[config.mk]
export PLATFORM = sky130hd
export DESIGN_NAME = icache_bank
export DESIGN_NICKNAME = d
export VERILOG_FILES = /design/src/icache_pkg.sv /design/src/icache_bank.sv
export VERILOG_INCLUDE_DIRS = /design/src
export SDC_FILE = /design/constraint.sdc
export NUM_CORES = 2
export LEC_CHECK = 0
export BUFFER_PORTS_ARGS = -buffer_cell sky130_fd_sc_hd__buf_2
export CAP_MARGIN = 20
export CORE_ASPECT_RATIO = 1.5
export CORE_MARGIN = 4
export CORE_UTILIZATION = 40
export CTS_CLUSTER_SIZE = 30
export DETAILED_ROUTE_END_ITERATION = 12
export PLACE_DENSITY = 0.52
export SLEW_MARGIN = 20
export SYNTH_ARGS = -nofsm -noshare
export SYNTH_HDL_FRONTEND = slang
export SYNTH_SLANG_ARGS = --single-unit
[constraint.sdc]
create_clock -name clk -period 4.76 [get_ports clk]
set_clock_uncertainty 0.05 [all_clocks]
set_input_delay 0.476 -clock clk [delete_from_list [all_inputs] [get_ports clk]]
set_output_delay 0.476 -clock clk [all_outputs]
set_load 0.05 [all_outputs]
[src/icache_macros.svh]
`ifndef ICACHE_MACROS_SVH
`define ICACHE_MACROS_SVH

// pc and axi address width
`define ICACHE_ADDR_W 32

// one instruction per line
`define ICACHE_DATA_W 32

// power of two, selected by the low word-address bits
`define ICACHE_NUM_BANKS 4

// power of two
`define ICACHE_LINES 32

`endif

[src/icache_pkg.sv]
`include "icache_macros.svh"

package icache_pkg;

    // pc layout from the low end: byte offset, bank, index, tag
    localparam int BANK_W  = $clog2(`ICACHE_NUM_BANKS);
    localparam int INDEX_W = $clog2(`ICACHE_LINES);
    localparam int TAG_W   = `ICACHE_ADDR_W - 2 - BANK_W - INDEX_W;

    typedef struct packed {
        logic [`ICACHE_ADDR_W-1:0] pc;
    } fetch_req_t;

    typedef struct packed {
        logic [`ICACHE_ADDR_W-1:0] pc;
        logic [`ICACHE_DATA_W-1:0] instr;
        logic                      err;
    } fetch_resp_t;

    // word-aligned line address
    typedef struct packed {
        logic [`ICACHE_ADDR_W-1:0] addr;
    } miss_req_t;

    typedef struct packed {
        logic [`ICACHE_DATA_W-1:0] instr;
        logic                      err;
    } refill_t;

    function automatic logic [BANK_W-1:0] pc_bank(input logic [`ICACHE_ADDR_W-1:0] pc);
        return pc[2 +: BANK_W];
    endfunction

    function automatic logic [INDEX_W-1:0] pc_index(input logic [`ICACHE_ADDR_W-1:0] pc);
        return pc[2 + BANK_W +: INDEX_W];
    endfunction

    function automatic logic [TAG_W-1:0] pc_tag(input logic [`ICACHE_ADDR_W-1:0] pc);
        return pc[`ICACHE_ADDR_W-1 -: TAG_W];
    endfunction

endpackage

[src/icache_bank.sv]
`timescale 1ns/1ps
`include "icache_macros.svh"

module icache_bank (
    input  logic                    clk,
    input  logic                    rst,
    input  logic                    flush,
    input  logic                    req_valid,
    input  icache_pkg::fetch_req_t  req,
    output logic                    busy,
    output logic                    hit_valid,
    input  logic                    hit_ready,
    output icache_pkg::fetch_resp_t hit_resp,
    output logic                    miss_valid,
    input  logic                    miss_ready,
    output icache_pkg::miss_req_t   miss_req,
    input  logic                    refill_valid,
    input  icache_pkg::refill_t     refill
);
    import icache_pkg::*;

    typedef enum logic [2:0] {
        S_IDLE,
        S_LOOKUP,
        S_MISS,
        S_WAIT,
        S_RESP
    } state_e;

    state_e                    state;
    fetch_req_t                hold_q;
    fetch_resp_t               resp_q;
    logic [`ICACHE_LINES-1:0]  valid_q;
    logic [TAG_W-1:0]          tag_mem [`ICACHE_LINES];
    logic [`ICACHE_DATA_W-1:0] data_mem [`ICACHE_LINES];
    logic [INDEX_W-1:0]        idx;
    logic                      tag_hit;
    logic                      fill_en;
    logic                      wr_en;

    assign idx     = pc_index(hold_q.pc);
    assign tag_hit = valid_q[idx] && (tag_mem[idx] == pc_tag(hold_q.pc));

    // error words are forwarded but never cached
    assign fill_en = (state == S_WAIT) && refill_valid && !flush;
    assign wr_en   = fill_en && !refill.err;

    always_ff @(posedge clk) begin
        if (rst || flush) begin
            state <= S_IDLE;
        end else begin
            case (state)
                S_IDLE:   if (req_valid) state <= S_LOOKUP;
                S_LOOKUP: state <= tag_hit ? S_RESP : S_MISS;
                S_MISS:   if (miss_ready) state <= S_WAIT;
                S_WAIT:   if (refill_valid) state <= S_RESP;
                S_RESP:   if (hit_ready) state <= S_IDLE;
                default:  state <= S_IDLE;
            endcase
        end
    end

    always_ff @(posedge clk) begin
        if (rst || flush) begin
            valid_q <= '0;
        end else if (wr_en) begin
            valid_q[idx] <= 1'b1;
        end
    end

    always_ff @(posedge clk) begin
        if (wr_en) begin
            tag_mem[idx]  <= pc_tag(hold_q.pc);
            data_mem[idx] <= refill.instr;
        end
    end

    // holding register and response word
    always_ff @(posedge clk) begin
        if (state == S_IDLE && req_valid) begin
            hold_q <= req;
        end
        if (state == S_LOOKUP) begin
            resp_q.pc    <= hold_q.pc;
            resp_q.instr <= data_mem[idx];
            resp_q.err   <= 1'b0;
        end else if (fill_en) begin
            resp_q.pc    <= hold_q.pc;
            resp_q.instr <= refill.instr;
            resp_q.err   <= refill.err;
        end
    end

    assign busy          = (state != S_IDLE);
    assign hit_valid     = (state == S_RESP);
    assign miss_valid    = (state == S_MISS);
    assign hit_resp      = resp_q;
    assign miss_req.addr = {hold_q.pc[`ICACHE_ADDR_W-1:2], 2'b00};

endmodule

==> impl_summary.log <==
[metrics] startpoint type of the worst setup path: flip-flop
[metrics] transition time at the pin with the least slew margin: 1060 ps
[metrics] largest net degree at the start of global routing: 93
[metrics] Reg power frac: 0.512
[metrics] top fanout value on the critical path: 28
[metrics] total track usage: 0.214
[metrics] most frequent standard cell in the layout excluding fill and tap cells: sky130_fd_sc_hd__edfxtp_1
[metrics] root buffer selected by CTS: sky130_fd_sc_hd__clkbuf_16
[metrics] portion of total power attributed to combinational logic: 0.068
[metrics] antenna violations before repair: 8
[metrics] Detail Placement HPWL: 110 mm
[metrics] TNS Setup: 0 ps
[metrics] area of the mapped netlist: 72500 sq um
[metrics] Area growth syn-to-layout: 16.1%
[metrics] non-filler cells in the finished layout: 6108
[metrics] routability congestion estimate from global placement: 0.781
[metrics] main flop type after synthesis: sky130_fd_sc_hd__edfxtp_1
[metrics] final setup violation count: 0
[metrics] total of buffers placed on input and output ports: 169
[metrics] shortest clock period the worst path allows after layout: 4250 ps
[metrics] fin util: 0.466
[metrics] die area: 188000 sq um
[metrics] CTS H-tree depth: 4
[metrics] Cell Pwr Density: 429 nW/um^2
[metrics] WP data arrival: 4880 ps
[metrics] Total Power: 36.1 mW
[metrics] clock edge transition at the registers on the reported setup and hold paths: 60 ps
[metrics] result of the run: finished, final reports clean
[metrics] crit-path max cell delay: 760 ps
[metrics] critical-path cell with the highest stage delay: sky130_fd_sc_hd__dfxtp_4
[metrics] final wirelength: 201 mm
[metrics] clock power share: 0.420
[metrics] largest vdd supply drop: 0.000392 V
[metrics] Placement Rows: 191
[metrics] path type of the worst min-delay path: in2reg
[metrics] DR iter-0 viols: 3270
[metrics] CP cell instances: buf_12, buf_12, mux2i_1, a22oi_1, nand3_1, nand4_1, xor2_1, a211oi_1, buf_4, nand4_1, o311ai_1, a21oi_1
[metrics] net total in the final layout: 3613
[metrics] internal power component: 28.2 mW
[metrics] mean instance size in the synthesized netlist: 22.8 sq um
[metrics] initial core utilization: 0.402
[metrics] number of warnings reported in the yosys synthesis log: 0
[metrics] number of hold-slack violations in the final timing report: 0
[metrics] final-report max-slew violation count: 0
[metrics] ANT nets after route: 0
[metrics] category of the critical setup timing path: reg2reg
[metrics] Resized Gates After CTS: 0
[metrics] total clock buffers created by CTS: 179
[metrics] clock buffer depth: 3
[metrics] DR vias/cell: 5.68
[metrics] later-pin clock latency in the skew report: 820 ps
[metrics] Syn Inst Count: 3178
[metrics] total of flip-flops plus latches after synthesis: 1897
[metrics] final worst hold slack: 98.7 ps
[metrics] portion of the clock cycle consumed by the worst path in the final layout: 0.892
[metrics] proportion of total power due to net switching: 0.218
[metrics] vias: 34.7k
[metrics] die extent in y: 529 microns
[metrics] clock sink count: 1897
[metrics] Synth cell types: 51
[metrics] vias in the first global route: 36.7k
[metrics] fraction of layout cells with a size suffix above 1: 0.310
[metrics] Std-Cell Core Area: 180000 sq um
[metrics] Sw Pwr: 7.86 mW
[metrics] highest-count cells in the layout ignoring fill and taps: 1856 x sky130_fd_sc_hd__edfxtp_1, 470 x sky130_fd_sc_hd__mux4_2, 180 x sky130_fd_sc_hd__clkbuf_16
[metrics] CP Capture Type: flip-flop
[metrics] post-route DRC violation count: 0
[metrics] Static Leakage: 26.8 nW
[metrics] Slew Limit Headroom: 0.292
[metrics] number of maximum-capacitance constraint violations: 0
[metrics] sequential share of the synthesized area: 0.781
[metrics] setup repair after global routing missed its margin: no
[metrics] number of synthesized flops with an enable pin: 1856
[metrics] proportion of register bits with asynchronous set or reset after synthesis: 0
[metrics] first-pass iteration count of the detailed router: 5
[metrics] num ports: 172
[metrics] first-pass GRT wire length: 282 mm
[metrics] Wirelength per Cell: 33.0 microns
[metrics] total gr overflow: 0
[metrics] floorplan die width: 356 microns
[metrics] TritonCTS clock tree: built
[metrics] fill cell count: 14.9k
[metrics] Crit path required time: 5400 ps
[metrics] maximum operating frequency: 236 MHz
[metrics] Placed Cells incl. Taps: 5731
==> cells by family after synthesis <==
kind of cell              share of synthesized area
muxes                                         0.169
other                                     0.0000518
buffers and inverters                        0.0145
AOI/OAI and AO/OA                            0.0177
DFF                                           0.781
xor gates and xnor gates                    0.00242
and+or+nand+nor                              0.0157
==> Yosys cell counts (14+ instances only) <==
library cell,n,area share
sky130_fd_sc_hd__mux4_2,470,0.15
sky130_fd_sc_hd__o21a_1,34,0.0035
sky130_fd_sc_hd__clkbuf_1,64,0.0033
sky130_fd_sc_hd__a22oi_1,41,0.0042
sky130_fd_sc_hd__and2_1,37,0.0032
sky130_fd_sc_hd__a221oi_1,18,0.0022
sky130_fd_sc_hd__mux2i_1,152,0.021
sky130_fd_sc_hd__buf_4,49,0.0051
sky130_fd_sc_hd__nor2b_1,14,0.0012
sky130_fd_sc_hd__buf_2,56,0.0039
sky130_fd_sc_hd__dfxtp_1,41,0.011
sky130_fd_sc_hd__nand2_1,68,0.0035
sky130_fd_sc_hd__buf_1,22,0.0011
sky130_fd_sc_hd__edfxtp_1,1856,0.77
sky130_fd_sc_hd__o21ai_0,49,0.0034
sky130_fd_sc_hd__nor2_1,61,0.0032
sky130_fd_sc_hd__nand3_1,19,0.0013
sky130_fd_sc_hd__xor2_1,15,0.0018
==> per-stage QoR <==
stage | instance area, sq um | setup WS, ps
floorplan | 72500 | 523
global placement | 77500 | 533
detailed placement | 77500 | 504
CTS | 84100 | 478
global route | 84200 | 321
finish | 84200 | 514
==> path summary, 6_finish.rpt <==
| kind | start | end | slack (ps) | cells past startpoint |
|---|---|---|---|---|
| setup / recovery | flip-flop | state[1] | 510 | 12 |
| hold / removal | refill[5] | data_mem[16][4] | 100 | 1 |
| setup reg to reg | flip-flop | state[1] | 510 | 12 |
| hold reg to reg | valid_q[22] | valid_q[22] | 410 | 1 |
==> metal layers <==
| layer | global-route usage | wire length (microns) |
|---|---|---|
| met2 | 0.382 | 107000 |
| met3 | 0.0324 | 10500 |
| met1 | 0.267 | 77400 |
| met5 | 0 | 23 |
| met4 | 0.0735 | 7010 |
==> repair_timing <==
item                                   CTS  global route
buffers inserted                         0             0
hold buffers                            38             0
endpoints found under the hold margin   39             0
==> final cells by class <==
type,instances,area (sq um),share of cell area
clock inverters,123,1610,0.0191
well taps,2412,3020,0.0359
inverters,7,33.8,0.000401
repair buffers,377,3180,0.0378
flip-flops and latches,1897,56600,0.672
multi-input cells,1079,15100,0.180
clock buffers,208,4610,0.0548
diodes,5,12.5,0.000149
==> state kept, by name, summed over array words and instances (netlist names), named ones only <==
| signal | cells |
|---|---|
| valid_q | 32 |
| hold_q | 32 |
| state | 3 |
| tag_mem | 736 |
| hit_resp | 65 |
| data_mem | 1024 |
==> worst max-delay path: cells and delay by family, from the launching register on <==
kind / cells / cell delay [ps]
buffers and inverters: 3 / 780
AND/OR/NAND/NOR: 3 / 590
AO/OA/AOI/OAI: 4 / 1320
multiplexers: 1 / 330
flip-flops: 1 / 760
XOR/XNOR: 1 / 170
==> power groups by stage <==
stage / Clock [mW] / Sequential (mW) / Combinational, mW
floorplan: 0 / 18.9 / 1.59
global placement: 0 / 18.9 / 2.42
detailed placement: 0 / 18.9 / 2.47
CTS: 15.5 / 18.5 / 2.50
global route: 16.2 / 18.5 / 2.62
finish: 15.2 / 18.5 / 2.46
No activity file was read; power rests on OpenSTA's default activity.
