`src/icache_macros.svh`:
```
`ifndef ICACHE_MACROS_SVH
`define ICACHE_MACROS_SVH

// pc and axi address width
`define ICACHE_ADDR_W 32

// one instruction per line
`define ICACHE_DATA_W 32

// power of two, selected by the low word-address bits
`define ICACHE_NUM_BANKS 4

// power of two
`define ICACHE_LINES 32

`endif

```
`src/icache_pkg.sv`:
```
`include "icache_macros.svh"

package icache_pkg;

    // pc layout from the low end: byte offset, bank, index, tag
    localparam int BANK_W  = $clog2(`ICACHE_NUM_BANKS);
    localparam int INDEX_W = $clog2(`ICACHE_LINES);
    localparam int TAG_W   = `ICACHE_ADDR_W - 2 - BANK_W - INDEX_W;

    typedef struct packed {
        logic [`ICACHE_ADDR_W-1:0] pc;
    } fetch_req_t;

    typedef struct packed {
        logic [`ICACHE_ADDR_W-1:0] pc;
        logic [`ICACHE_DATA_W-1:0] instr;
        logic                      err;
    } fetch_resp_t;

    // word-aligned line address
    typedef struct packed {
        logic [`ICACHE_ADDR_W-1:0] addr;
    } miss_req_t;

    typedef struct packed {
        logic [`ICACHE_DATA_W-1:0] instr;
        logic                      err;
    } refill_t;

    function automatic logic [BANK_W-1:0] pc_bank(input logic [`ICACHE_ADDR_W-1:0] pc);
        return pc[2 +: BANK_W];
    endfunction

    function automatic logic [INDEX_W-1:0] pc_index(input logic [`ICACHE_ADDR_W-1:0] pc);
        return pc[2 + BANK_W +: INDEX_W];
    endfunction

    function automatic logic [TAG_W-1:0] pc_tag(input logic [`ICACHE_ADDR_W-1:0] pc);
        return pc[`ICACHE_ADDR_W-1 -: TAG_W];
    endfunction

endpackage

```
`src/bank_dispatch.sv`:
```
`timescale 1ns/1ps
`include "icache_macros.svh"

module bank_dispatch (
    input  logic                              clk,
    input  logic                              rst,
    input  logic                              flush,
    input  logic                              req_valid,
    output logic                              req_ready,
    input  icache_pkg::fetch_req_t            req,
    input  logic [`ICACHE_NUM_BANKS-1:0]      bank_busy,
    output logic [`ICACHE_NUM_BANKS-1:0]      bank_req_valid,
    output icache_pkg::fetch_req_t            bank_req
);
    import icache_pkg::*;

    localparam int NB = `ICACHE_NUM_BANKS;

    logic              ready_q;
    logic [BANK_W-1:0] sel;
    logic              accept;

    assign sel = pc_bank(req.pc);

    // a bank with a request already in the dispatch register counts as busy
    assign req_ready = ready_q && !flush && !bank_busy[sel] && !bank_req_valid[sel];
    assign accept    = req_valid && req_ready;

    // held low for the first cycle out of reset
    always_ff @(posedge clk) begin
        if (rst) begin
            ready_q <= 1'b0;
        end else begin
            ready_q <= 1'b1;
        end
    end

    always_ff @(posedge clk) begin
        if (rst || flush) begin
            bank_req_valid <= '0;
        end else if (accept) begin
            bank_req_valid <= NB'(1) << sel;
        end else begin
            bank_req_valid <= '0;
        end
    end

    always_ff @(posedge clk) begin
        if (accept) begin
            bank_req <= req;
        end
    end

endmodule

```
`config.mk`:
```
export PLATFORM = sky130hd
export DESIGN_NAME = bank_dispatch
export DESIGN_NICKNAME = d
export VERILOG_FILES = /design/src/icache_pkg.sv /design/src/bank_dispatch.sv
export VERILOG_INCLUDE_DIRS = /design/src
export SDC_FILE = /design/constraint.sdc
export NUM_CORES = 1
export LEC_CHECK = 0
export CAP_MARGIN = 20
export CORE_UTILIZATION = 45
export DETAILED_ROUTE_END_ITERATION = 7
export DONT_BUFFER_PORTS = 1
export PLACE_DENSITY = 0.68
export SLEW_MARGIN = 20
export SYNTH_ARGS = -nofsm -noshare
export SYNTH_HDL_FRONTEND = slang
export SYNTH_SLANG_ARGS = --single-unit
```
`constraint.sdc`:
```
create_clock -name clk -period 6.3 [get_ports clk]
set_clock_uncertainty 0.15 [all_clocks]
set_input_delay 1.26 -clock clk [delete_from_list [all_inputs] [get_ports clk]]
set_output_delay 1.26 -clock clk [all_outputs]
set_load 0.05 [all_outputs]
```
==> results of run 1 <==
## report_power, final
part            total (W)  switching (W)  internal, W
registers        0.000289      0.0000167     0.000272
logic          0.00000872     0.00000586   0.00000286
clock network    0.000156      0.0000741    0.0000821
## critical path, stage by stage
cell and delay [ns]:
or2_0 0.23, mux4_2 0.51, nor3b_2 0.70
## path summary, 6_finish.rpt
path	from	end	slack [ns]
worst max-delay path	bank_busy[0]	req_ready	2.19
worst max register to register	bank_req_valid[0]	bank_req[6]	4.03
worst min register to register	ready_q	bank_req_valid[1]	0.52
worst min-delay path	ready_q	bank_req_valid[1]	0.52
## registers in the layout (all words and copies together), names as in the netlist
| name | flops |
|---|---|
| bank_req | 32 |
| bank_req_valid | 4 |
| ready_q | 1 |
## logic make-up after synthesis
logic type,Yosys count,synth area share
flip-flops,37,0.902
AND/OR/NAND/NOR,13,0.0692
buffers and inverters,3,0.00957
multiplexers,1,0.0191
## stage by stage
| step | utilization | instances | setup slack (ns) | total power [W] | hold WS, ns |
|---|---|---|---|---|---|
| after global placement | 0.494 | 85 | 2.21 | 0.000303 | 0.484 |
| after floorplan | - | 54 | 2.25 | 0.000301 | 0.425 |
| after global routing | 0.526 | 93 | 2.17 | 0.000469 | 0.553 |
| after detailed placement | 0.494 | 85 | 2.19 | 0.000303 | 0.519 |
| final | 0.526 | 93 | 2.19 | 0.000454 | 0.524 |
| after CTS | 0.526 | 93 | 2.19 | 0.000459 | 0.530 |
## per-layer routing
layer	GRT usage	wire [um]	vias to the layer above
li1	-	-	222
met1	0.103	651	244
met2	0.209	887	50
met3	0.0862	215	7
met4	0.132	43	0
met5	0	0	-
## layout make-up
type                            instances  area share
Clock buffer                            5      0.0288
Clock inverter                          3      0.0317
Inverter                                3     0.00865
Multi-Input combinational cell         14      0.0817
Sequential cell                        37       0.815
Tap cell                               30      0.0288
Timing Repair Buffer                    1     0.00576
## cell usage in the layout (no fill, tap or decap)
master | synthesis | layout
dfxtp_1 | 5 | 5
or2_0 | 1 | 1
clkinv_1 | 0 | 1
bufinv_16 | 0 | 1
or3_1 | 2 | 2
clkbuf_4 | 0 | 5
edfxtp_1 | 32 | 32
nor3b_2 | 1 | 1
inv_1 | 3 | 3
nor3_1 | 4 | 4
buf_4 | 0 | 1
mux4_2 | 1 | 1
or2_1 | 3 | 3
nor2_2 | 0 | 1
nand3b_1 | 1 | 1
clkinvlp_4 | 0 | 1
==> flow_summary.json, run 1 <==
{
  "status": "complete, no violations",
  "final_nets": 102,
  "grt_pass1_vias": 489,
  "yosysTopAreaCell": "edfxtp_1",
  "tightest_slew_ns": 0.831,
  "cts_tree": "built",
  "cts_hold_buf": 0,
  "worstPathArrival_ns": 2.70,
  "holdPathStages": 3,
  "yosysSeqAreaShare": 0.902,
  "synth_area_leaders": "edfxtp_1 82%, dfxtp_1 8.5%, mux4_2 1.9%, nor3_1 1.7%, or2_1 1.6%",
  "min_path_type": "register to register",
  "setup_viol": 0,
  "yosysUniqueCellTypes": 11,
  "ys_ff_latch": 37,
  "antennaDiodeCount": 0,
  "die_y_um": 53.1,
  "fin_crit_sh": 0.652,
  "cts_num_sinks": 37,
  "async_reset_ff_frac": 0,
  "grt_usage": 0.132,
  "slew_headroom": 0.444,
  "insertion_delay_ns": 0.33,
  "vdd_drop_max_mv": 0.196,
  "drt_drc_violations_left": 0,
  "ant_nets": 0,
  "place_area_um2": 1220,
  "drive_gt1_frac": 0.175,
  "initial_core_util": 0.475,
  "clk_pin_slew_ns": 0.10,
  "syn_inst": 54,
  "finalCriticalPeriod_ns": 4.11,
  "drt_iter0_markers": 5,
  "postCtsSetupBuffers": 0,
  "cts_root_buf": "clkbuf_4",
  "core_um2": 2480,
  "areaGrowthSynthToFinish_pct": 10.7,
  "hold_violations": 0,
  "routabilityCongestion": 0.753,
  "drv_cap": 0,
  "critical_path.startpoint_type": "input port",
  "ctsResizeCount": 0,
  "io_pins": 77,
  "numPortBuffers": 0,
  "dr.pass1.iters": 4,
  "htree_levels": 2,
  "routedWlPerCell_um": 19.3,
  "ys_top_cells_by_count": "32 x edfxtp_1, 5 x dfxtp_1, 4 x nor3_1",
  "cts_buffer_depth": 2,
  "crit_type": "input port to output pin",
  "slew_viol_final": 0,
  "rsz0062_at_grt": "false",
  "synth.avg_cell_area_um2": 21.8,
  "synth-edff-count": 32,
  "rr_worst_depth": 4,
  "grt_pass1_wl_um": 2240,
  "dpl.hpwl_um": 1330,
  "netlist_area_um2": 1180,
  "via_per_inst": 5.62,
  "cp.required_ns": 4.89,
  "ys.warnings.count": 0,
  "antenna_found_initial": 0,
  "power.density_nw_per_um2": 348,
  "overflow": 0,
  "num_vias": 523,
  "syn_nets": 94,
  "critPathMaxFanout": 2,
  "drt-total-wl_um": 1800,
  "multiInputGateArea_um2": 106,
  "synth_most_common_cell": "edfxtp_1",
  "cp-end-kind": "output pin",
  "rows": 18,
  "p_leak_nw": 0.420,
  "fin_area_um2": 1300,
  "die_area_um2": 2820,
  "synth_top_flop_cell": "edfxtp_1",
  "seq_area_um2": 1060,
  "fill_cells": 208,
  "yosys.area.top_type_share": 0.817,
  "grt_max_degree": 33,
  "cts_made_buffers": 5,
  "die-width_um": 53.1,
  "fmax_mhz": 243,
  "tns_ns": 0
}
No activity file was read; power rests on OpenSTA's default activity.
==> inputs of run 2 (changes only) <==
--- a/config.mk
+++ b/config.mk
@@ -10,7 +10,7 @@
 export CORE_UTILIZATION = 45
 export DETAILED_ROUTE_END_ITERATION = 7
 export DONT_BUFFER_PORTS = 1
-export PLACE_DENSITY = 0.68
+export PLACE_DENSITY = 0.7
 export SLEW_MARGIN = 20
 export SYNTH_ARGS = -nofsm -noshare
 export SYNTH_HDL_FRONTEND = slang
==> constraint.sdc (replaced) <==
create_clock -name clk -period 3.7 [get_ports clk]
set_clock_uncertainty 0.15 [all_clocks]
set_input_delay 0.74 -clock clk [delete_from_list [all_inputs] [get_ports clk]]
set_output_delay 0.74 -clock clk [all_outputs]
set_load 0.05 [all_outputs]
==> run 2 against run 1 <==
Combinational power increased by 80%. Critical endpoint unchanged. Clock power increased by 82%. Power increased by 74%. Design area increased by 1.1%. Wire length increased by 6.4%. Count of clock-buffer cells in the layout increased by 2. Non-clock buffer count increased by 1. Die area unchanged. Hold slack got worse by 0.21 ns.
==> flow_summary.json, run 2 (same netlist as run 1, synthesis figures left out) <==
{
  "status": "complete, no violations",
  "drv_cap": 0,
  "numPortBuffers": 0,
  "via_per_inst": 5.64,
  "rsz0062_at_grt": "false",
  "cp-end-kind": "output pin",
  "cts_hold_buf": 0,
  "finalCriticalPeriod_ns": 2.91,
  "die-width_um": 53.1,
  "vdd_drop_max_mv": 0.353,
  "core_um2": 2480,
  "final_nets": 103,
  "drt-total-wl_um": 1910,
  "cts_tree": "built",
  "insertion_delay_ns": 0.33,
  "fin_crit_sh": 0.787,
  "top_register": "bank_req",
  "swShare": 0.204,
  "switchingPower_w": 0.000162,
  "grt_pass1_wl_um": 2480,
  "worst_path_largest_cell_delay_ns": 0.50,
  "setup_viol": 0,
  "cts_num_sinks": 37,
  "cts_made_buffers": 5,
  "largest_reg_flops": 32,
  "die_area_um2": 2820,
  "rows": 18,
  "power.density_nw_per_um2": 602,
  "critical_path.startpoint_type": "register",
  "cts_root_buf": "clkbuf_4",
  "fmax_mhz": 344,
  "postCtsSetupBuffers": 0,
  "io_pins": 77,
  "slowest_stage": "mux4_2",
  "slew_viol_final": 0,
  "grt_pass1_vias": 486,
  "seq_area_um2": 1060,
  "clk_pin_slew_ns": 0.10,
  "drt_drc_violations_left": 0,
  "p_comb_frac": 0.020,
  "crit_type": "register to output pin",
  "tightest_slew_ns": 0.557,
  "final_common_cell": "edfxtp_1",
  "grt_usage": 0.145,
  "layout_common_cells": "32 x edfxtp_1, 5 x dfxtp_1, 5 x clkbuf_4",
  "ant_nets": 0,
  "tns_ns": 0,
  "drt_iter0_markers": 12,
  "grt_max_degree": 22,
  "min_path_type": "input port to register",
  "power_frac_seq": 0.621,
  "drive_gt1_frac": 0.188,
  "die_y_um": 53.1,
  "overflow": 0,
  "power.share.clock": 0.359,
  "areaGrowthSynthToFinish_pct": 11.9,
  "ctsResizeCount": 0,
  "path_cells": "or2_1 -> mux4_2 -> nor3b_2 -> buf_4",
  "dr.pass1.iters": 4,
  "num_vias": 530,
  "cts_buffer_depth": 2,
  "critPathMaxFanout": 2,
  "fin_area_um2": 1320,
  "antennaDiodeCount": 0,
  "p_int_w": 0.000630,
  "htree_levels": 2,
  "multiInputGateArea_um2": 106,
  "place_area_um2": 1230,
  "p_leak_nw": 0.432,
  "initial_core_util": 0.475,
  "hold_violations": 0,
  "antenna_found_initial": 0,
  "dpl.hpwl_um": 1400,
  "slew_headroom": 0.628,
  "routabilityCongestion": 0.682,
  "cp.required_ns": 2.81,
  "fill_cells": 201,
  "routedWlPerCell_um": 20.3,
  "biggestRegsByFlops": "bank_req x32, bank_req_valid x4, ready_q x1",
  "worstPathArrival_ns": 2.02
}
run 2: worst max-delay path: cells and delay by family (launching register included):
kind	cells	cell delay (ns)
buf+inv	1	0.22
flops	1	0.49
simple gates	2	0.49
mux	1	0.50
run 2: area by class of cell:
class,count,share of cell area
Sequential cell,37,0.806
Clock buffer,7,0.0418
Inverter,3,0.00856
Timing Repair Buffer,2,0.0114
Tap cell,30,0.0285
Clock inverter,1,0.0228
Multi-Input combinational cell,14,0.0808
run 2: path summary, 6_finish.rpt:
| path | depth (start not counted) | to | slack (ns) | from |
|---|---|---|---|---|
| worst min-delay path | 1 | ready_q | 0.31 | rst |
| worst max register to register | 4 | bank_req[17] | 1.07 | bank_req_valid[2] |
| worst max-delay path | 4 | req_ready | 0.79 | bank_req_valid[2] |
| worst min register to register | 3 | bank_req_valid[0] | 0.52 | ready_q |
run 2: routing by layer:
layer | share of wire | global-route usage | routed length [um]
met4 | 0.030 | 0.105 | 57
met2 | 0.46 | 0.219 | 878
met5 | 0 | 0 | 0
met1 | 0.38 | 0.133 | 732
met3 | 0.13 | 0.106 | 244
run 2: power by group through the flow:
| stage | Sequential (W) | Combinational [W] | Clock, W |
|---|---|---|---|
| after floorplan | 0.000501 | 0.0000121 | 0 |
| after global placement | 0.000501 | 0.0000152 | 0 |
| after detailed placement | 0.000502 | 0.0000160 | 0 |
| after CTS | 0.000492 | 0.0000160 | 0.000292 |
| after global routing | 0.000493 | 0.0000172 | 0.000311 |
| final | 0.000492 | 0.0000157 | 0.000284 |
run 2: metrics by stage:
step                      instances  total power, W  hold WS (ns)  utilization  setup WS [ns]
final                            94        0.000792         0.310        0.531          0.789
after detailed placement         86        0.000518         0.506        0.497          0.858
after floorplan                  54        0.000513         0.425            -          0.287
after global placement           86        0.000516         0.494        0.497          0.910
after global routing             94        0.000821         0.281        0.531          0.706
after CTS                        94        0.000800         0.290        0.531          0.760
==> inputs of run 3 (changes only) <==
--- a/config.mk
+++ b/config.mk
@@ -10,7 +10,7 @@
 export CORE_UTILIZATION = 45
 export DETAILED_ROUTE_END_ITERATION = 7
 export DONT_BUFFER_PORTS = 1
-export PLACE_DENSITY = 0.7
+export PLACE_DENSITY = 0.68
 export SLEW_MARGIN = 20
 export SYNTH_ARGS = -nofsm -noshare
 export SYNTH_HDL_FRONTEND = slang
==> constraint.sdc (replaced) <==
create_clock -name clk -period 3 [get_ports clk]
set_clock_uncertainty 0.15 [all_clocks]
set_input_delay 0.6 -clock clk [delete_from_list [all_inputs] [get_ports clk]]
set_output_delay 0.6 -clock clk [all_outputs]
set_load 0.05 [all_outputs]
==> run 3 against run 2 <==
Register-to-register slack got worse by 0.33 ns. Sequential power increased by 23%. Power is 9.1% higher. Critical path type unchanged. Highest routed layer unchanged.
==> flow_summary.json, run 3 (same netlist as run 1, synthesis figures left out) <==
{
  "status": "complete, no violations",
  "final_nets": 103,
  "dr.pass1.iters": 3,
  "total_power_w": 0.000864,
  "io_pins": 77,
  "min_path_type": "input port to register",
  "ctsResizeCount": 0,
  "routedWlPerCell_um": 19.9,
  "tightest_slew_ns": 0.505,
  "top_register": "bank_req",
  "rows": 18,
  "tns_ns": 0,
  "finalCriticalPeriod_ns": 2.78,
  "clk_pin_slew_ns": 0.10,
  "vdd_drop_max_mv": 0.380,
  "p_leak_nw": 0.418,
  "die-width_um": 53.1,
  "critical_path.startpoint_type": "register",
  "ant_nets": 0,
  "worstPathArrival_ns": 2.03,
  "overflow": 0,
  "setup_viol": 0,
  "die_y_um": 53.1,
  "cts_made_buffers": 5,
  "antennaDiodeCount": 0,
  "initial_core_util": 0.475,
  "num_vias": 511,
  "path_cells": "or2_0 -> mux4_2 -> nor3b_2 -> buf_4",
  "biggestRegsByFlops": "bank_req x32, bank_req_valid x4, ready_q x1",
  "core_um2": 2480,
  "routabilityCongestion": 0.697,
  "cts_buffer_depth": 2,
  "cts_num_sinks": 37,
  "hold_slack_ns": 0.175,
  "slew_headroom": 0.663,
  "die_area_um2": 2820,
  "seq_area_um2": 1060,
  "numPortBuffers": 0,
  "grt_pass1_wl_um": 2390,
  "drv_cap": 0,
  "dpl_worst_slack_ns": 0.496,
  "worst_path_largest_cell_delay_ns": 0.52,
  "rsz0062_at_grt": "false",
  "drt-total-wl_um": 1880,
  "final_common_cell": "edfxtp_1",
  "drive_gt1_frac": 0.188,
  "grt_usage": 0.138,
  "slew_viol_final": 0,
  "htree_levels": 2,
  "cts_hold_buf": 0,
  "fill_cells": 211,
  "fin_crit_sh": 0.927,
  "dp.cells": 86,
  "crit_type": "register to output pin",
  "slowest_stage": "mux4_2",
  "power.density_nw_per_um2": 673,
  "cp.required_ns": 2.25,
  "largest_reg_flops": 32,
  "critPathMaxFanout": 2,
  "layout_common_cells": "32 x edfxtp_1, 5 x dfxtp_1, 5 x clkbuf_4",
  "cts_root_buf": "clkbuf_4",
  "grt_max_degree": 33,
  "cp-end-kind": "output pin",
  "final_cells": 94,
  "dpl.hpwl_um": 1400,
  "insertion_delay_ns": 0.32,
  "setup_ws_ns": 0.219,
  "drt_drc_violations_left": 0,
  "areaGrowthSynthToFinish_pct": 9.04,
  "antenna_found_initial": 0,
  "multiInputGateArea_um2": 106,
  "postCtsSetupBuffers": 0,
  "via_per_inst": 5.44,
  "hold_violations": 0,
  "cts_tree": "built",
  "fmax_mhz": 360,
  "drt_iter0_markers": 21,
  "grt_pass1_vias": 480
}
-- run 3: where the power goes --
group / internal, W / switching [W]
Combinational: 0.00000688 / 0.0000125
Clock: 0.0000892 / 0.000148
Sequential: 0.000571 / 0.0000352
-- run 3: layout make-up --
cell class / instances / area share
clock buffers: 6 / 0.0322
clock inverters: 2 / 0.00780
inverters: 3 / 0.00878
multi-input cells: 14 / 0.0829
flip-flops and latches: 37 / 0.827
well taps: 30 / 0.0293
repair buffers: 2 / 0.0117
-- run 3: worst paths after layout --
path,startpoint,to,slack [ns],depth (start not counted)
max,bank_req_valid[0],req_ready,0.22,4
min,rst,ready_q,0.18,1
max reg2reg,bank_req_valid[0],bank_req[1],0.74,4
min reg2reg,ready_q,bank_req_valid[1],0.52,3
-- run 3: worst max-delay path: cells and delay by family (launching register included) --
kind                   cells  cell delay (ns)
buffers and inverters      1             0.22
muxes                      1             0.52
DFF                        1             0.49
and+or+nand+nor            2             0.48
-- run 3: per-stage QoR --
step,instance area (um^2),util
6_report,1280,0.518
2_1_floorplan,1180,-
4_1_cts,1280,0.518
5_1_grt,1280,0.518
3_5_place_dp,1230,0.497
3_3_place_gp,1230,0.497
-- run 3: routing by layer --
| layer | share of wire | track usage | wire, um | vias up |
|---|---|---|---|---|
| li1 | - | - | - | 222 |
| met1 | 0.36 | 0.101 | 678 | 233 |
| met2 | 0.51 | 0.236 | 953 | 52 |
| met3 | 0.12 | 0.126 | 217 | 4 |
| met4 | 0.013 | 0.0658 | 25 | 0 |
| met5 | 0 | 0 | 0 | - |
