===== src/icache_macros.svh =====
`ifndef ICACHE_MACROS_SVH
`define ICACHE_MACROS_SVH

// pc and axi address width
`define ICACHE_ADDR_W 32

// one instruction per line
`define ICACHE_DATA_W 32

// power of two, selected by the low word-address bits
`define ICACHE_NUM_BANKS 4

// power of two
`define ICACHE_LINES 32

`endif


===== src/axi_lite_pkg.sv =====
`include "icache_macros.svh"

package axi_lite_pkg;

    typedef enum logic [1:0] {
        OKAY   = 2'b00,
        EXOKAY = 2'b01,
        SLVERR = 2'b10,
        DECERR = 2'b11
    } axi_resp_e;

    // read address channel payload
    typedef struct packed {
        logic [`ICACHE_ADDR_W-1:0] araddr;
        logic [2:0]                arprot;
    } axi_ar_t;

    // read data channel payload
    typedef struct packed {
        logic [`ICACHE_DATA_W-1:0] rdata;
        axi_resp_e                 rresp;
    } axi_r_t;

endpackage


===== src/icache_pkg.sv =====
`include "icache_macros.svh"

package icache_pkg;

    // pc layout from the low end: byte offset, bank, index, tag
    localparam int BANK_W  = $clog2(`ICACHE_NUM_BANKS);
    localparam int INDEX_W = $clog2(`ICACHE_LINES);
    localparam int TAG_W   = `ICACHE_ADDR_W - 2 - BANK_W - INDEX_W;

    typedef struct packed {
        logic [`ICACHE_ADDR_W-1:0] pc;
    } fetch_req_t;

    typedef struct packed {
        logic [`ICACHE_ADDR_W-1:0] pc;
        logic [`ICACHE_DATA_W-1:0] instr;
        logic                      err;
    } fetch_resp_t;

    // word-aligned line address
    typedef struct packed {
        logic [`ICACHE_ADDR_W-1:0] addr;
    } miss_req_t;

    typedef struct packed {
        logic [`ICACHE_DATA_W-1:0] instr;
        logic                      err;
    } refill_t;

    function automatic logic [BANK_W-1:0] pc_bank(input logic [`ICACHE_ADDR_W-1:0] pc);
        return pc[2 +: BANK_W];
    endfunction

    function automatic logic [INDEX_W-1:0] pc_index(input logic [`ICACHE_ADDR_W-1:0] pc);
        return pc[2 + BANK_W +: INDEX_W];
    endfunction

    function automatic logic [TAG_W-1:0] pc_tag(input logic [`ICACHE_ADDR_W-1:0] pc);
        return pc[`ICACHE_ADDR_W-1 -: TAG_W];
    endfunction

endpackage


===== src/miss_arbiter.sv =====
`timescale 1ns/1ps
`include "icache_macros.svh"

module miss_arbiter (
    input  logic                          clk,
    input  logic                          rst,
    input  logic                          flush,
    input  logic [`ICACHE_NUM_BANKS-1:0]  hit_valid,
    output logic [`ICACHE_NUM_BANKS-1:0]  hit_ready,
    input  icache_pkg::fetch_resp_t       hit_resp [`ICACHE_NUM_BANKS],
    input  logic [`ICACHE_NUM_BANKS-1:0]  miss_valid,
    output logic [`ICACHE_NUM_BANKS-1:0]  miss_ready,
    input  icache_pkg::miss_req_t         miss_req [`ICACHE_NUM_BANKS],
    output logic [`ICACHE_NUM_BANKS-1:0]  refill_valid,
    output icache_pkg::refill_t           refill,
    output logic                          resp_valid,
    input  logic                          resp_ready,
    output icache_pkg::fetch_resp_t       resp,
    output logic                          arvalid,
    input  logic                          arready,
    output axi_lite_pkg::axi_ar_t         ar,
    input  logic                          rvalid,
    output logic                          rready,
    input  axi_lite_pkg::axi_r_t          r
);
    import icache_pkg::*;
    import axi_lite_pkg::*;

    localparam int NB = `ICACHE_NUM_BANKS;

    typedef enum logic [1:0] {
        A_IDLE,
        A_AR,
        A_R
    } rd_state_e;

    rd_state_e         rd_state;
    logic [BANK_W-1:0] hit_ptr;
    logic [BANK_W-1:0] miss_ptr;
    logic [BANK_W-1:0] owner_q;
    logic [BANK_W:0]   hit_pick;
    logic [BANK_W:0]   miss_pick;
    logic              hit_go;
    logic              miss_go;
    logic              r_go;
    logic              drop_q;
    axi_ar_t           ar_q;
    refill_t           refill_q;

    // first requester at or after ptr, found flag on top
    function automatic logic [BANK_W:0] rr_pick(input logic [NB-1:0] vld,
                                                input logic [BANK_W-1:0] ptr);
        logic [BANK_W-1:0] cand;
        logic [BANK_W:0]   pick;
        pick = '0;
        for (int k = NB - 1; k >= 0; k--) begin
            cand = ptr + BANK_W'(k);
            if (vld[cand]) begin
                pick = {1'b1, cand};
            end
        end
        return pick;
    endfunction

    assign hit_pick  = rr_pick(hit_valid, hit_ptr);
    assign miss_pick = rr_pick(miss_valid, miss_ptr);

    assign resp_valid = hit_pick[BANK_W] && !flush;
    assign resp       = hit_resp[hit_pick[BANK_W-1:0]];
    assign hit_go     = resp_valid && resp_ready;
    assign hit_ready  = hit_go ? (NB'(1) << hit_pick[BANK_W-1:0]) : '0;

    // one read in flight at a time
    assign miss_go    = miss_pick[BANK_W] && (rd_state == A_IDLE) && !flush;
    assign miss_ready = miss_go ? (NB'(1) << miss_pick[BANK_W-1:0]) : '0;

    assign r_go    = (rd_state == A_R) && rvalid;
    assign arvalid = (rd_state == A_AR);
    assign rready  = (rd_state == A_R);
    assign ar      = ar_q;
    assign refill  = refill_q;

    always_ff @(posedge clk) begin
        if (rst) begin
            rd_state <= A_IDLE;
            hit_ptr  <= '0;
            miss_ptr <= '0;
        end else begin
            if (hit_go) begin
                hit_ptr <= hit_pick[BANK_W-1:0] + 1'b1;
            end
            if (miss_go) begin
                miss_ptr <= miss_pick[BANK_W-1:0] + 1'b1;
            end
            case (rd_state)
                A_IDLE:  if (miss_go) rd_state <= A_AR;
                A_AR:    if (arready) rd_state <= A_R;
                A_R:     if (rvalid) rd_state <= A_IDLE;
                default: rd_state <= A_IDLE;
            endcase
        end
    end

    // a flush during the read marks its data stale
    always_ff @(posedge clk) begin
        if (rst) begin
            drop_q <= 1'b0;
        end else if (r_go) begin
            drop_q <= 1'b0;
        end else if (flush && rd_state != A_IDLE) begin
            drop_q <= 1'b1;
        end
    end

    always_ff @(posedge clk) begin
        if (rst) begin
            refill_valid <= '0;
        end else if (r_go && !drop_q && !flush) begin
            refill_valid <= NB'(1) << owner_q;
        end else begin
            refill_valid <= '0;
        end
    end

    always_ff @(posedge clk) begin
        if (miss_go) begin
            ar_q.araddr <= miss_req[miss_pick[BANK_W-1:0]].addr;
            // instruction, secure, unprivileged
            ar_q.arprot <= 3'b100;
            owner_q     <= miss_pick[BANK_W-1:0];
        end
        if (r_go) begin
            refill_q.instr <= r.rdata;
            refill_q.err   <= (r.rresp != OKAY);
        end
    end

endmodule


===== config.mk =====
export PLATFORM = sky130hd
export DESIGN_NAME = miss_arbiter
export DESIGN_NICKNAME = d
export VERILOG_FILES = /design/src/axi_lite_pkg.sv /design/src/icache_pkg.sv /design/src/miss_arbiter.sv
export VERILOG_INCLUDE_DIRS = /design/src
export SDC_FILE = /design/constraint.sdc
export NUM_CORES = 1
export LEC_CHECK = 0
export BUFFER_PORTS_ARGS = -buffer_cell sky130_fd_sc_hd__buf_2
export CORE_AREA = 2 2 227 229
export DETAILED_ROUTE_END_ITERATION = 7
export DIE_AREA = 0 0 229 231
export PLACE_DENSITY = 0.33
export SYNTH_ARGS = -nofsm -noshare
export SYNTH_HDL_FRONTEND = slang
export SYNTH_SLANG_ARGS = --single-unit

===== constraint.sdc =====
create_clock -name clk -period 2.8 [get_ports clk]
set_input_delay 0.14 -clock clk [delete_from_list [all_inputs] [get_ports clk]]
set_output_delay 0.14 -clock clk [all_outputs]
set_load 0.01 [all_outputs]

==> run summary, run 1 <==
The run finished with clean final reports. The max-cap check violation count is 0. The cell area reported after detailed placement is 9700 µm². The clock net sink count came out at 78. The arrival time of the worst setup path came out at 2550 ps.

On the critical path, the stage with the largest delay is an instance of dfxtp_1. For this block, the via count after detailed routing is 6,254. The pre-CTS worst setup slack came out at 254 ps. For the pin with the worst max-slew slack, the measured transition is 533 ps.

The count of unresolved DRC violations after routing came out at 0. The count of state elements after synthesis came out at 78. For the worst-skew pair, the clock arrives at the later sink with an insertion delay of 350 ps.

The global-route usage over all layers is 11.2%. The floorplan has 83 rows. The maximum number of pins on one net before global-route repair came out at 42. The fraction of synthesized cell area taken by the top area cell type is 47.5%. The worst slew margin relative to its limit is 64.2%. The minimum period implied by the final worst setup slack came out at 2690 ps. The final-layout setup total negative slack is 0 ps. Of all cell types, the one taking the most synthesized area is mux2i_1. The effective utilization at floorplan came out at 12.2%. The number of pins exceeding their max-slew limit in the final report was 0.

STA classifies the critical path endpoint as an output pin. The worst setup path is of the register to output pin kind. Of the total power, registers draw 29.9%.

On the critical path the largest part of the delay comes from compound AO/OA/AOI/OAI gates. The final standard cell area without fillers is 10,500 µm². The peak fanout along the critical path came out at 30. The total wire length is 31.1 mm. The via count of the first global-routing pass was 6,622. In this run the worst setup path begins at hit_ptr[1]. Pin placement for this block handled 584 I/O pins. The total die area came out at 52,900 µm². Dividing the detail-routed wire length by the instance count gives 17.4 µm. The count of buffers from port buffering came out at 580. The number of distinct library cell variants in the gate-level netlist after synthesis is 35.

The worst setup path is launched from a register. The static leakage came out at 0.00495 µW. The total half-perimeter wirelength after legalization and detailed placement is 26.3 mm. The post-route antenna net violation count is 0. The final weighted congestion of routability-driven global placement came out at 0.774. The fraction of power spent switching nets came out at 32.2%. The area of the core is 50,700 µm².

The tree is rooted in a clkbuf_16. A synthesized cell averages 12.6 µm². The part of the total power dissipated in combinational logic is 40.7%.

The internal power of the cells totals 3220 µW. The power per unit of standard cell area is 453 nW/µm². The number of buffers on the longest clock path came out at 2. The first global-routing pass estimated 43.1 mm of wire. The clock network burns 29.3% of the power. Ranked by total cell area, the synthesized netlist is headed by mux2i_1 (48%), edfxtp_1 (33%), dfxtp_1 (3.6%), buf_12 (3.2%), ha_1 (1.6%). The initial detailed-routing violation count is 158. The number of search-and-repair iterations in the first detailed-routing pass is 4.

Setup repair after global routing left no endpoint under its margin. The clock input transition at the sequential cells of the worst setup and hold paths is 60 ps. The die extent in y is 231 µm. In the layout the commonest cells are buf_2 (580), mux2i_1 (290), edfxtp_1 (67), dlygate4sd3_1 (32), nor2_1 (14).

The overall power of the completed layout is 4750 µW. Across the routed clock network, the largest skew measured is 9.46 ps. Cells fill 20.7% of the core in the end. The final number of hold-violating endpoints came out at 0. The count of warnings emitted by yosys came out at 0.

Setup violations remaining at the end of the flow were counted as 0. Setup slack on the critical path of the routed design comes to 107 ps. TritonCTS built the clock tree. The average via count per standard cell came out at 3.51.

The share of the Yosys chip area taken by registers is 36.2%. The post-synthesis instance area is 6170 µm². The initial antenna violation count came out at 5. The min-delay analysis places its worst path in the category input port to register.

The width of the die came out at 229 µm. The H-tree depth is 3. The startpoint identified for the worst register-to-register timing path is hit_ptr[1].

After layout, the worst path uses 96.2% of the clock period. Leaving out fill and tap cells, the most frequent cell in the layout is buf_2. Timing would allow up to 371 MHz. From synthesis to final layout, the design area changed by 69.7%. The leftover overflow at the end of global routing came out at 0. The count of inserted antenna diode cells came out at 0. The switching power total came out at 1530 µW. The total number of nets in the final design is 1,543. For the worst setup path, the data required time is 2660 ps. The startpoint identified for the worst hold timing path is r[1]. VDD sags by at most 0.289 mV. The number of buffers and inverters on the critical path came out at 2.

The cell count after synthesis came out at 491. Counting the buffers created by CTS gives 9. The fraction of layout cells with a size suffix above 1 came out at 57.1%. The delay of the slowest critical-path stage is 460 ps. Traced cell by cell, the critical path runs through a21o_1 > a21oi_4 > o22a_4 > buf_12 > mux2i_2 > mux2i_1 > buf_2.
[registers in the layout, indices dropped and copies added, names as in the netlist]
name,cells
drop_q,1
rd_state,2
owner_q,2
ar,32
refill,33
hit_ptr,2
refill_valid,4
miss_ptr,2
[power groups by stage]
| stage | clock (µW) | combinational (µW) | sequential [µW] |
|---|---|---|---|
| global route | 1510 | 2100 | 1430 |
| detailed placement | 0 | 1920 | 1440 |
| finish | 1390 | 1930 | 1420 |
| floorplan | 0 | 1070 | 1480 |
| global placement | 0 | 1910 | 1440 |
| CTS | 1460 | 1980 | 1420 |
[repair_timing]
action | CTS | global route
setup buffers | 2 | 0
gates cloned | 1 | 1
setup endpoints to repair | 3 | 2
hold buffers | 32 | 0
hold endpoints to repair | 32 | 0
resized for setup | 5 | 2
pin swaps | 1 | 0
[synth_stat cells, drive strengths merged]
cell,n
a211oi,3
a21o,2
a21oi,7
a31oi,1
and2,5
and2b,1
and3,5
buf,31
bufbuf,5
clkbuf,3
conb,2
dfxtp,11
edfxtp,67
ha,8
inv,11
mux2i,293
nand2,3
nor2,15
nor2b,3
nor3,3
nor3b,1
nor4,3
o21a,1
o22a,2
o22ai,3
or2,1
or4,1
[routing by layer]
metal / global-route usage, % / routed length, µm
met4: 3.37 / 716
met5: 0 / 13
met2: 21.4 / 16500
met3: 2.88 / 2160
met1: 11.9 / 11700
[area by class of cell]
| class | instances | area [µm²] |
|---|---|---|
| Clock inverter | 5 | 106 |
| Sequential cell | 78 | 2230 |
| Inverter | 11 | 41.3 |
| Fill cell | 5675 | 40200 |
| Timing Repair Buffer | 634 | 3530 |
| Tap cell | 680 | 851 |
| Clock buffer | 11 | 243 |
| Multi-Input combinational cell | 365 | 3470 |
[final timing paths]
path	to	cells after the start	slack, ps
worst min register to register	refill_valid[1]	1	490
worst max-delay path	resp[29]	7	110
worst min-delay path	refill[0]	2	50
worst max register to register	hit_ptr[1]	8	610
[per-stage QoR]
stage | instances | hold slack, ps
after floorplan | 492 | 239
after global placement | 1732 | 318
after detailed placement | 1732 | 319
after CTS | 1783 | 25.6
after global routing | 1784 | 35.5
final | 1784 | 51.7
[logic make-up (layout without fill, tap and decap cells)]
group | count (synthesis) | in the layout | share of synthesized area [%]
buffers and inverters | 50 | 661 | 8.78
and+or+nand+nor | 41 | 41 | 3.67
muxes | 293 | 293 | 47.5
DFF | 78 | 78 | 36.2
AOI/OAI and AO/OA | 19 | 20 | 2.07
adders and majority gates | 8 | 8 | 1.62
other | 2 | 3 | 0.122
Note: power is estimated with default switching activity, not from simulation.
==> run 2: changes to the inputs <==
- clock period: 2.8 -> 3 ns (I/O delays scaled with it)
==> run summary, run 2 (synthesized netlist as in run 1, its figures left out) <==
Of all nets on the critical path, the largest fanout is 44. The arrival time of the worst setup path came out at 2610 ps. The final number of hold-violating endpoints came out at 0. The post-route antenna net violation count is 0. The wire length of the first global-routing pass is 43.2 mm. The effective utilization at floorplan is 12.2%. In the final routed layout, each cell accounts on average for 17.5 µm. The largest vdd supply drop is 0.220 mV.

The library cells used most frequently in the layout, excluding fill and tap cells, are buf_2 (580), mux2i_1 (293), edfxtp_1 (67), dlygate4sd3_1 (32), buf_4 (19). The register with the most flip-flops in the layout has 33 of them. The standard-cell row count is 83. The number of pins exceeding their max-slew limit in the final report came out at 0. The root buffer cell chosen for the clock tree is clkbuf_16. The transition at the pin with the smallest max-transition slack came out at 557 ps. The static leakage is 0.00492 µW. The area of the core is 50,700 µm². Static timing analysis puts the maximum clock frequency at 363 MHz. The minimum period implied by the final worst setup slack came out at 2760 ps. The global-route usage over all layers is 11.2%.

For the worst setup path, the data required time is 2850 ps. The post-CTS setup buffer count came out at 0. The first routing iteration left 143 violations. Cells fill 20.4% of the core in the end. Max-cap violations in this run came to 0.

The initial antenna violation count is 14. The total half-perimeter wirelength after legalization and detailed placement is 27.5 mm. The worst setup path is launched from a register. At the end of routability-driven placement, the weighted congestion stood at 0.808. The class of the tightest hold or removal check is input port to register.

The number of buffers on the longest clock path is 2. The via count of the first global-routing pass came out at 6,644. The width of the die came out at 229 µm. After clock tree synthesis, the clock-pin slew on the worst setup and hold paths is 70 ps. STA classifies the critical path endpoint as an output pin.

Summing over every cut layer, the via total after detailed routing is 6,301. The count of buffers from port buffering came out at 580. The clock network latency to the later pin of the worst-skew pair came out at 360 ps. The run finished with clean final reports. Leaving out fill and tap cells, the most frequent cell in the layout is buf_2.

The total die area came out at 52,900 µm². The H-tree depth is 3. The worst setup path is of the register to output pin kind. From synthesis to final layout, the design area changed by 67.8%.

The clock buffer count from CTS is 9. After detailed routing, the number of remaining DRC violations is 0. The maximum number of pins on one net before global-route repair is 45. The total wire length is 31.4 mm.

The die extent in y is 231 µm. The worst setup skew after layout came out at 11.5 ps. The worst-case hold slack came out at 48.4 ps.

Of the available clock period, the critical path in the final layout requires 91.9%. For the final routed database, the setup TNS stands at 0 ps. Setup repair after global routing left no endpoint under its margin. The leftover overflow at the end of global routing is 0. TritonCTS built the clock tree. The I/O pin total is 584. The fraction of layout cells with a size suffix above 1 came out at 56.8%. The filler cell count is 5,712.

The final-report setup violation count came out at 0. At the end of the flow, the number of nets in the layout was 1,545. Dividing total power by cell area gives a power density of 406 nW/µm².

The number of search-and-repair iterations in the first detailed-routing pass is 4. The worst slew margin relative to its limit is 62.8%. The average via count per standard cell came out at 3.52. Counting every sink on the clock net gives 78.
run 2: worst paths after layout:
kind,start,cells after the start,slack (ps),to
worst min-delay path,r[0],2,50,refill[0]
worst min register to register,owner_q[1],1,480,refill_valid[1]
worst max register to register,hit_ptr[1],7,950,hit_ptr[1]
worst max-delay path,hit_ptr[0],8,240,resp[5]
run 2: timing repair:
item	CTS	global route
gates resized for setup	0	0
endpoints found under the hold margin	32	0
hold buffers	32	0
run 2: final cells by class:
cell class,instances,area [µm²],share of cell area (%)
repair buffers,637,3490,33.7
multi-input cells,364,3430,33.2
flip-flops and latches,78,2230,21.6
well taps,680,851,8.22
clock buffers,9,225,2.18
clock inverters,7,72.6,0.701
inverters,11,41.3,0.399
diodes,3,7.51,0.0725
run 2: stage by stage:
stage / power (µW) / instances / setup WS [ps] / area (µm²)
6_report: 4200 / 1789 / 243 / 10300
5_1_grt: 4460 / 1789 / 59.6 / 10300
4_1_cts: 4330 / 1786 / 132 / 10300
3_5_place_dp: 3120 / 1738 / 545 / 9720
3_3_place_gp: 3120 / 1738 / 577 / 9720
2_1_floorplan: 2380 / 492 / 708 / 6170
run 2: routing by layer:
metal / vias up / wire length [µm] / GRT usage [%]
li1: 3069 / - / -
met1: 2807 / 10900 / 11.0
met2: 352 / 16800 / 21.5
met3: 59 / 2400 / 3.56
met4: 14 / 1140 / 4.79
met5: - / 80 / 0
run 2: where the power goes:
group	internal [µW]	total, µW	leakage (µW)	switching (µW)
Combinational	847	1760	0.00406	913
Sequential	1290	1320	0.000712	30.6
Clock	645	1120	0.000142	470
run 2: critical path, stage by stage (launching register included):
cell	delay [ps]
dfxtp_1	370
nor2b_1	70
a21oi_1	120
nor2_1	80
a211oi_4	280
buf_12	320
buf_4	350
mux2i_1	340
buf_2	220
==> run 3: changes to the inputs <==
- ABC_AREA: not set -> 1
- CORE_AREA: 2 2 227 229 -> 2 2 224 226
- DIE_AREA: 0 0 229 231 -> 0 0 226 228
- PLACE_DENSITY: 0.33 -> 0.37
==> run summary, run 3 <==
The flow ran to the end, and the final reports show no timing, DRC or antenna violations. The final number of hold-violating endpoints is 0. The synthesized-area fraction occupied by adder cells is 1.26%. The share of synthesized flip-flops with an asynchronous set or reset came out at 0%.

The total length of routed met2 wires is 19.7 mm. The utilization after layout came out at 24.9%. The xor/xnor cell area share of the yosys netlist came out at 0%. Dividing the detail-routed via count by the number of cells gives 4.01. The total number of nets in the final design is 2,356.

The internal power component came out at 3840 µW. The total wire length is 40.6 mm. The power per unit of standard cell area is 602 nW/µm². The detailed router used layers up to and including met5. For this design the static power due to leakage is 0.00745 µW. In this run the critical register-to-register path is captured at ar[32]. In the final routing, the length of wire on met1 measures 16.2 mm. The max-cap check violation count came out at 0. The endpoint required time on the critical path came out at 2850 ps. edfxtp_1 takes more of the synthesized area than any other cell. The filler cell count is 5,684. The clock input transition at the sequential cells of the worst setup and hold paths came out at 60 ps.

CTS saw 78 sinks. The flip-flop count of the largest register, all copies and words added is 33. The switching power total came out at 3560 µW. The count of state elements after synthesis came out at 78. Counting cells, the worst reg-to-reg path comes to 11.

The count of vias placed by the detailed router is 10,400. STA classifies the critical path startpoint as a register. Leaving out fill and tap cells, the most frequent cell in the layout is buf_2.

The total half-perimeter wirelength after legalization and detailed placement is 31.8 mm. The startpoint identified for the worst register-to-register timing path is miss_ptr[0]. In this run the clock root is driven by a clkbuf_16.

Setup violations remaining at the end of the flow were counted as 0. At the pin with the least slew margin, the transition time is 703 ps. Timing would allow up to 371 MHz.

The I/O pin total is 584. The wire length of the first global-routing pass is 58.3 mm. The fraction of layout cells with a size suffix above 1 came out at 33.3%. The share of total power dissipated in combinational logic is 63.3%. The complex-gate fraction of the synthesized area is 0.789%.

The minimum period implied by the final worst setup slack came out at 2700 ps. Net switching is 48.1% of the power. Measured against its own limit, the worst slew margin works out to 53.1%. The initial detailed-routing violation count is 556. The proportion of power drawn by the clock network is 15.6%.

The share of total power dissipated in sequential elements is 21.1%. Entering global routing, the biggest net connects 115 pins. Of the post-synthesis cell area, the dominant cell type holds 25.4%.

Ranked by instance count, the synthesized netlist is headed by nand2_1 (367), inv_1 (357), nand3_1 (337). The synthesized design contains 67 enable-type register cells. The H-tree depth came out at 3.

The last element of the critical path is miss_ready[1]. The initial antenna violation count came to 20. The standard-cell row count is 82. Clock skew on the completed layout was measured at 13.0 ps. The clock tree from TritonCTS is done.

The count of unresolved DRC violations after routing came out at 0. The largest vdd supply drop is 0.338 mV. The number of buffers on the longest clock path is 2. The number of distinct library cell variants in the gate-level netlist after synthesis came out at 25. The leftover overflow at the end of global routing came out at 0. The leading register cell type out of synthesis is edfxtp_1. The multiplexer fraction of the synthesized cell area came out at 0%. The part of the Yosys area used for sequential elements came out at 28.1%. The count of warnings emitted by yosys came out at 0. The clock buffer count from CTS came out at 9.

Tracing the worst setup path back leads to its startpoint at miss_ptr[0]. The worst setup path is of the register to output pin kind. The final-layout setup total negative slack is 0 ps. The cell count after synthesis is 1,344. The effective utilization at floorplan came out at 16.1%. The setup check on the worst reg-to-reg path leaves a slack of 600 ps. In the layout the commonest cells are buf_2 (580), nand2_1 (363), inv_1 (357), nand3_1 (336), edfxtp_1 (67).

Setup repair after global routing left no endpoint under its margin. The arrival time of the worst setup path came out at 2550 ps. The area share of and/or/nand/nor cells after synthesis came out at 46.4%. By area the synthesized netlist is led by edfxtp_1 (25%), nand3_1 (21%), nand2_1 (17%), inv_1 (17%), nand3b_1 (6.2%).

The floorplan step set the die height to 228 µm. By instance count, the leading cell after synthesis is nand2_1. The peak fanout along the critical path came out at 34.

The post-route antenna net violation count came out at 0. The clock network latency to the later pin of the worst-skew pair came out at 370 ps. The worst hold path belongs to the class input port to register. The detailed route wirelength on metal3 came out at 3.24 mm. Relative to the synthesized area, the layout overhead comes to 54.9%. The width of the die came out at 226 µm. The area of the core came out at 49,300 µm².

The count of buffers from port buffering is 580. The mean cell area of the mapped netlist is 5.90 µm². The die covers 51,500 µm². The first detailed-routing pass ran for 5 iterations. The number of pins exceeding their max-slew limit in the final report is 0.

The final weighted congestion of routability-driven global placement came out at 0.917. By area, the combinational part of the netlist is dominated by simple AND/OR/NAND/NOR gates. Global routing consumed, over all layers together, 14.8% of the routing resources. The category of the worst setup path capture point is an output pin. The share of the clock period used by the worst path after layout is 89.9%.

The via count of the first global-routing pass is 9,760. The wire length per cell is 15.6 µm. The synthesized netlist occupies a cell area of 7930 µm².
==> run 3: changes by cell type in the layout (fill, tap and decap cells not counted), moves of 5 or more <==
cell / before / now
diode_2: 3 / 11
nor2_1: 15 / 25
and2_1: 5 / 0
and3_1: 5 / 0
nand3_1: 0 / 336
inv_1: 10 / 357
nand2_1: 3 / 363
mux2i_1: 293 / 0
nand3b_1: 0 / 65
==> run 3: final cells by class <==
class                           instances  area (µm²)  share of cell area, %
Clock inverter                          7        72.6                  0.590
Antenna cell                           11        27.5                  0.224
Multi-Input combinational cell        822        3930                   31.9
Timing Repair Buffer                  641        3620                   29.4
Tap cell                              672         841                   6.84
Inverter                              360        1350                   11.0
Clock buffer                            9         225                   1.83
Sequential cell                        78        2230                   18.2
==> run 3: worst max-delay path, stage by stage (launching register included) <==
cell	delay, ps
dfxtp_1	490
inv_2	160
nand2_1	100
nand2_1	70
nand2_1	80
nand2_1	100
inv_1	60
nand2_1	50
nand2_1	50
nand2_1	40
nand2_1	80
buf_4	380
ha_1	230
inv_1	40
nor2_1	80
buf_2	170
==> run 3: power groups by stage <==
stage | clock network [µW] | registers [µW] | logic, µW
floorplan | 0 | 1680 | 2820
global placement | 0 | 1580 | 4620
detailed placement | 0 | 1580 | 4610
CTS | 1210 | 1560 | 4650
global route | 1260 | 1580 | 5260
finish | 1150 | 1560 | 4690
==> run 3: cells by family (layout without fill, tap and decap cells) <==
group / Yosys count / count (layout)
AOI/OAI and AO/OA: 11 / 11
and+or+nand+nor: 799 / 800
other: 2 / 14
buffers and inverters: 446 / 1017
DFF: 78 / 78
adders and majority gates: 8 / 8
==> run 3: layer usage <==
layer	global-route usage, %	up-vias
met5	0	-
met4	6.02	12
met3	3.72	73
met2	25.1	465
met1	17.6	4648
li1	-	5228
==> run 3: what timing repair did <==
item                                   4_1_cts  5_1_grt
endpoints found under the hold margin       32        0
setup buffers                                0        3
resized for setup                            0        5
setup endpoints to repair                    0       47
hold buffers                                32        0
==> run 3: stage by stage <==
step | total power, µW | worst slack, ps | std cells | hold slack (ps) | instance area (µm²)
floorplan | 4500 | 842 | 1345 | 219 | 7940
global placement | 6200 | 534 | 2535 | 327 | 11500
detailed placement | 6190 | 541 | 2535 | 328 | 11500
CTS | 7430 | 113 | 2583 | 25.7 | 12100
global route | 8110 | 50.0 | 2600 | 46.6 | 12300
finish | 7410 | 304 | 2600 | 53.2 | 12300
==> run 3: how the worst min path moves through the flow <==
stage	from	end	slack, ps	cells after the start
after floorplan	rst	hit_ptr[1]	220	1
after detailed placement	r[29]	refill[28]	330	1
after global placement	r[14]	refill[13]	330	1
final	r[1]	refill[0]	50	2
after CTS	r[1]	refill[0]	30	2
after global routing	r[1]	refill[0]	50	2
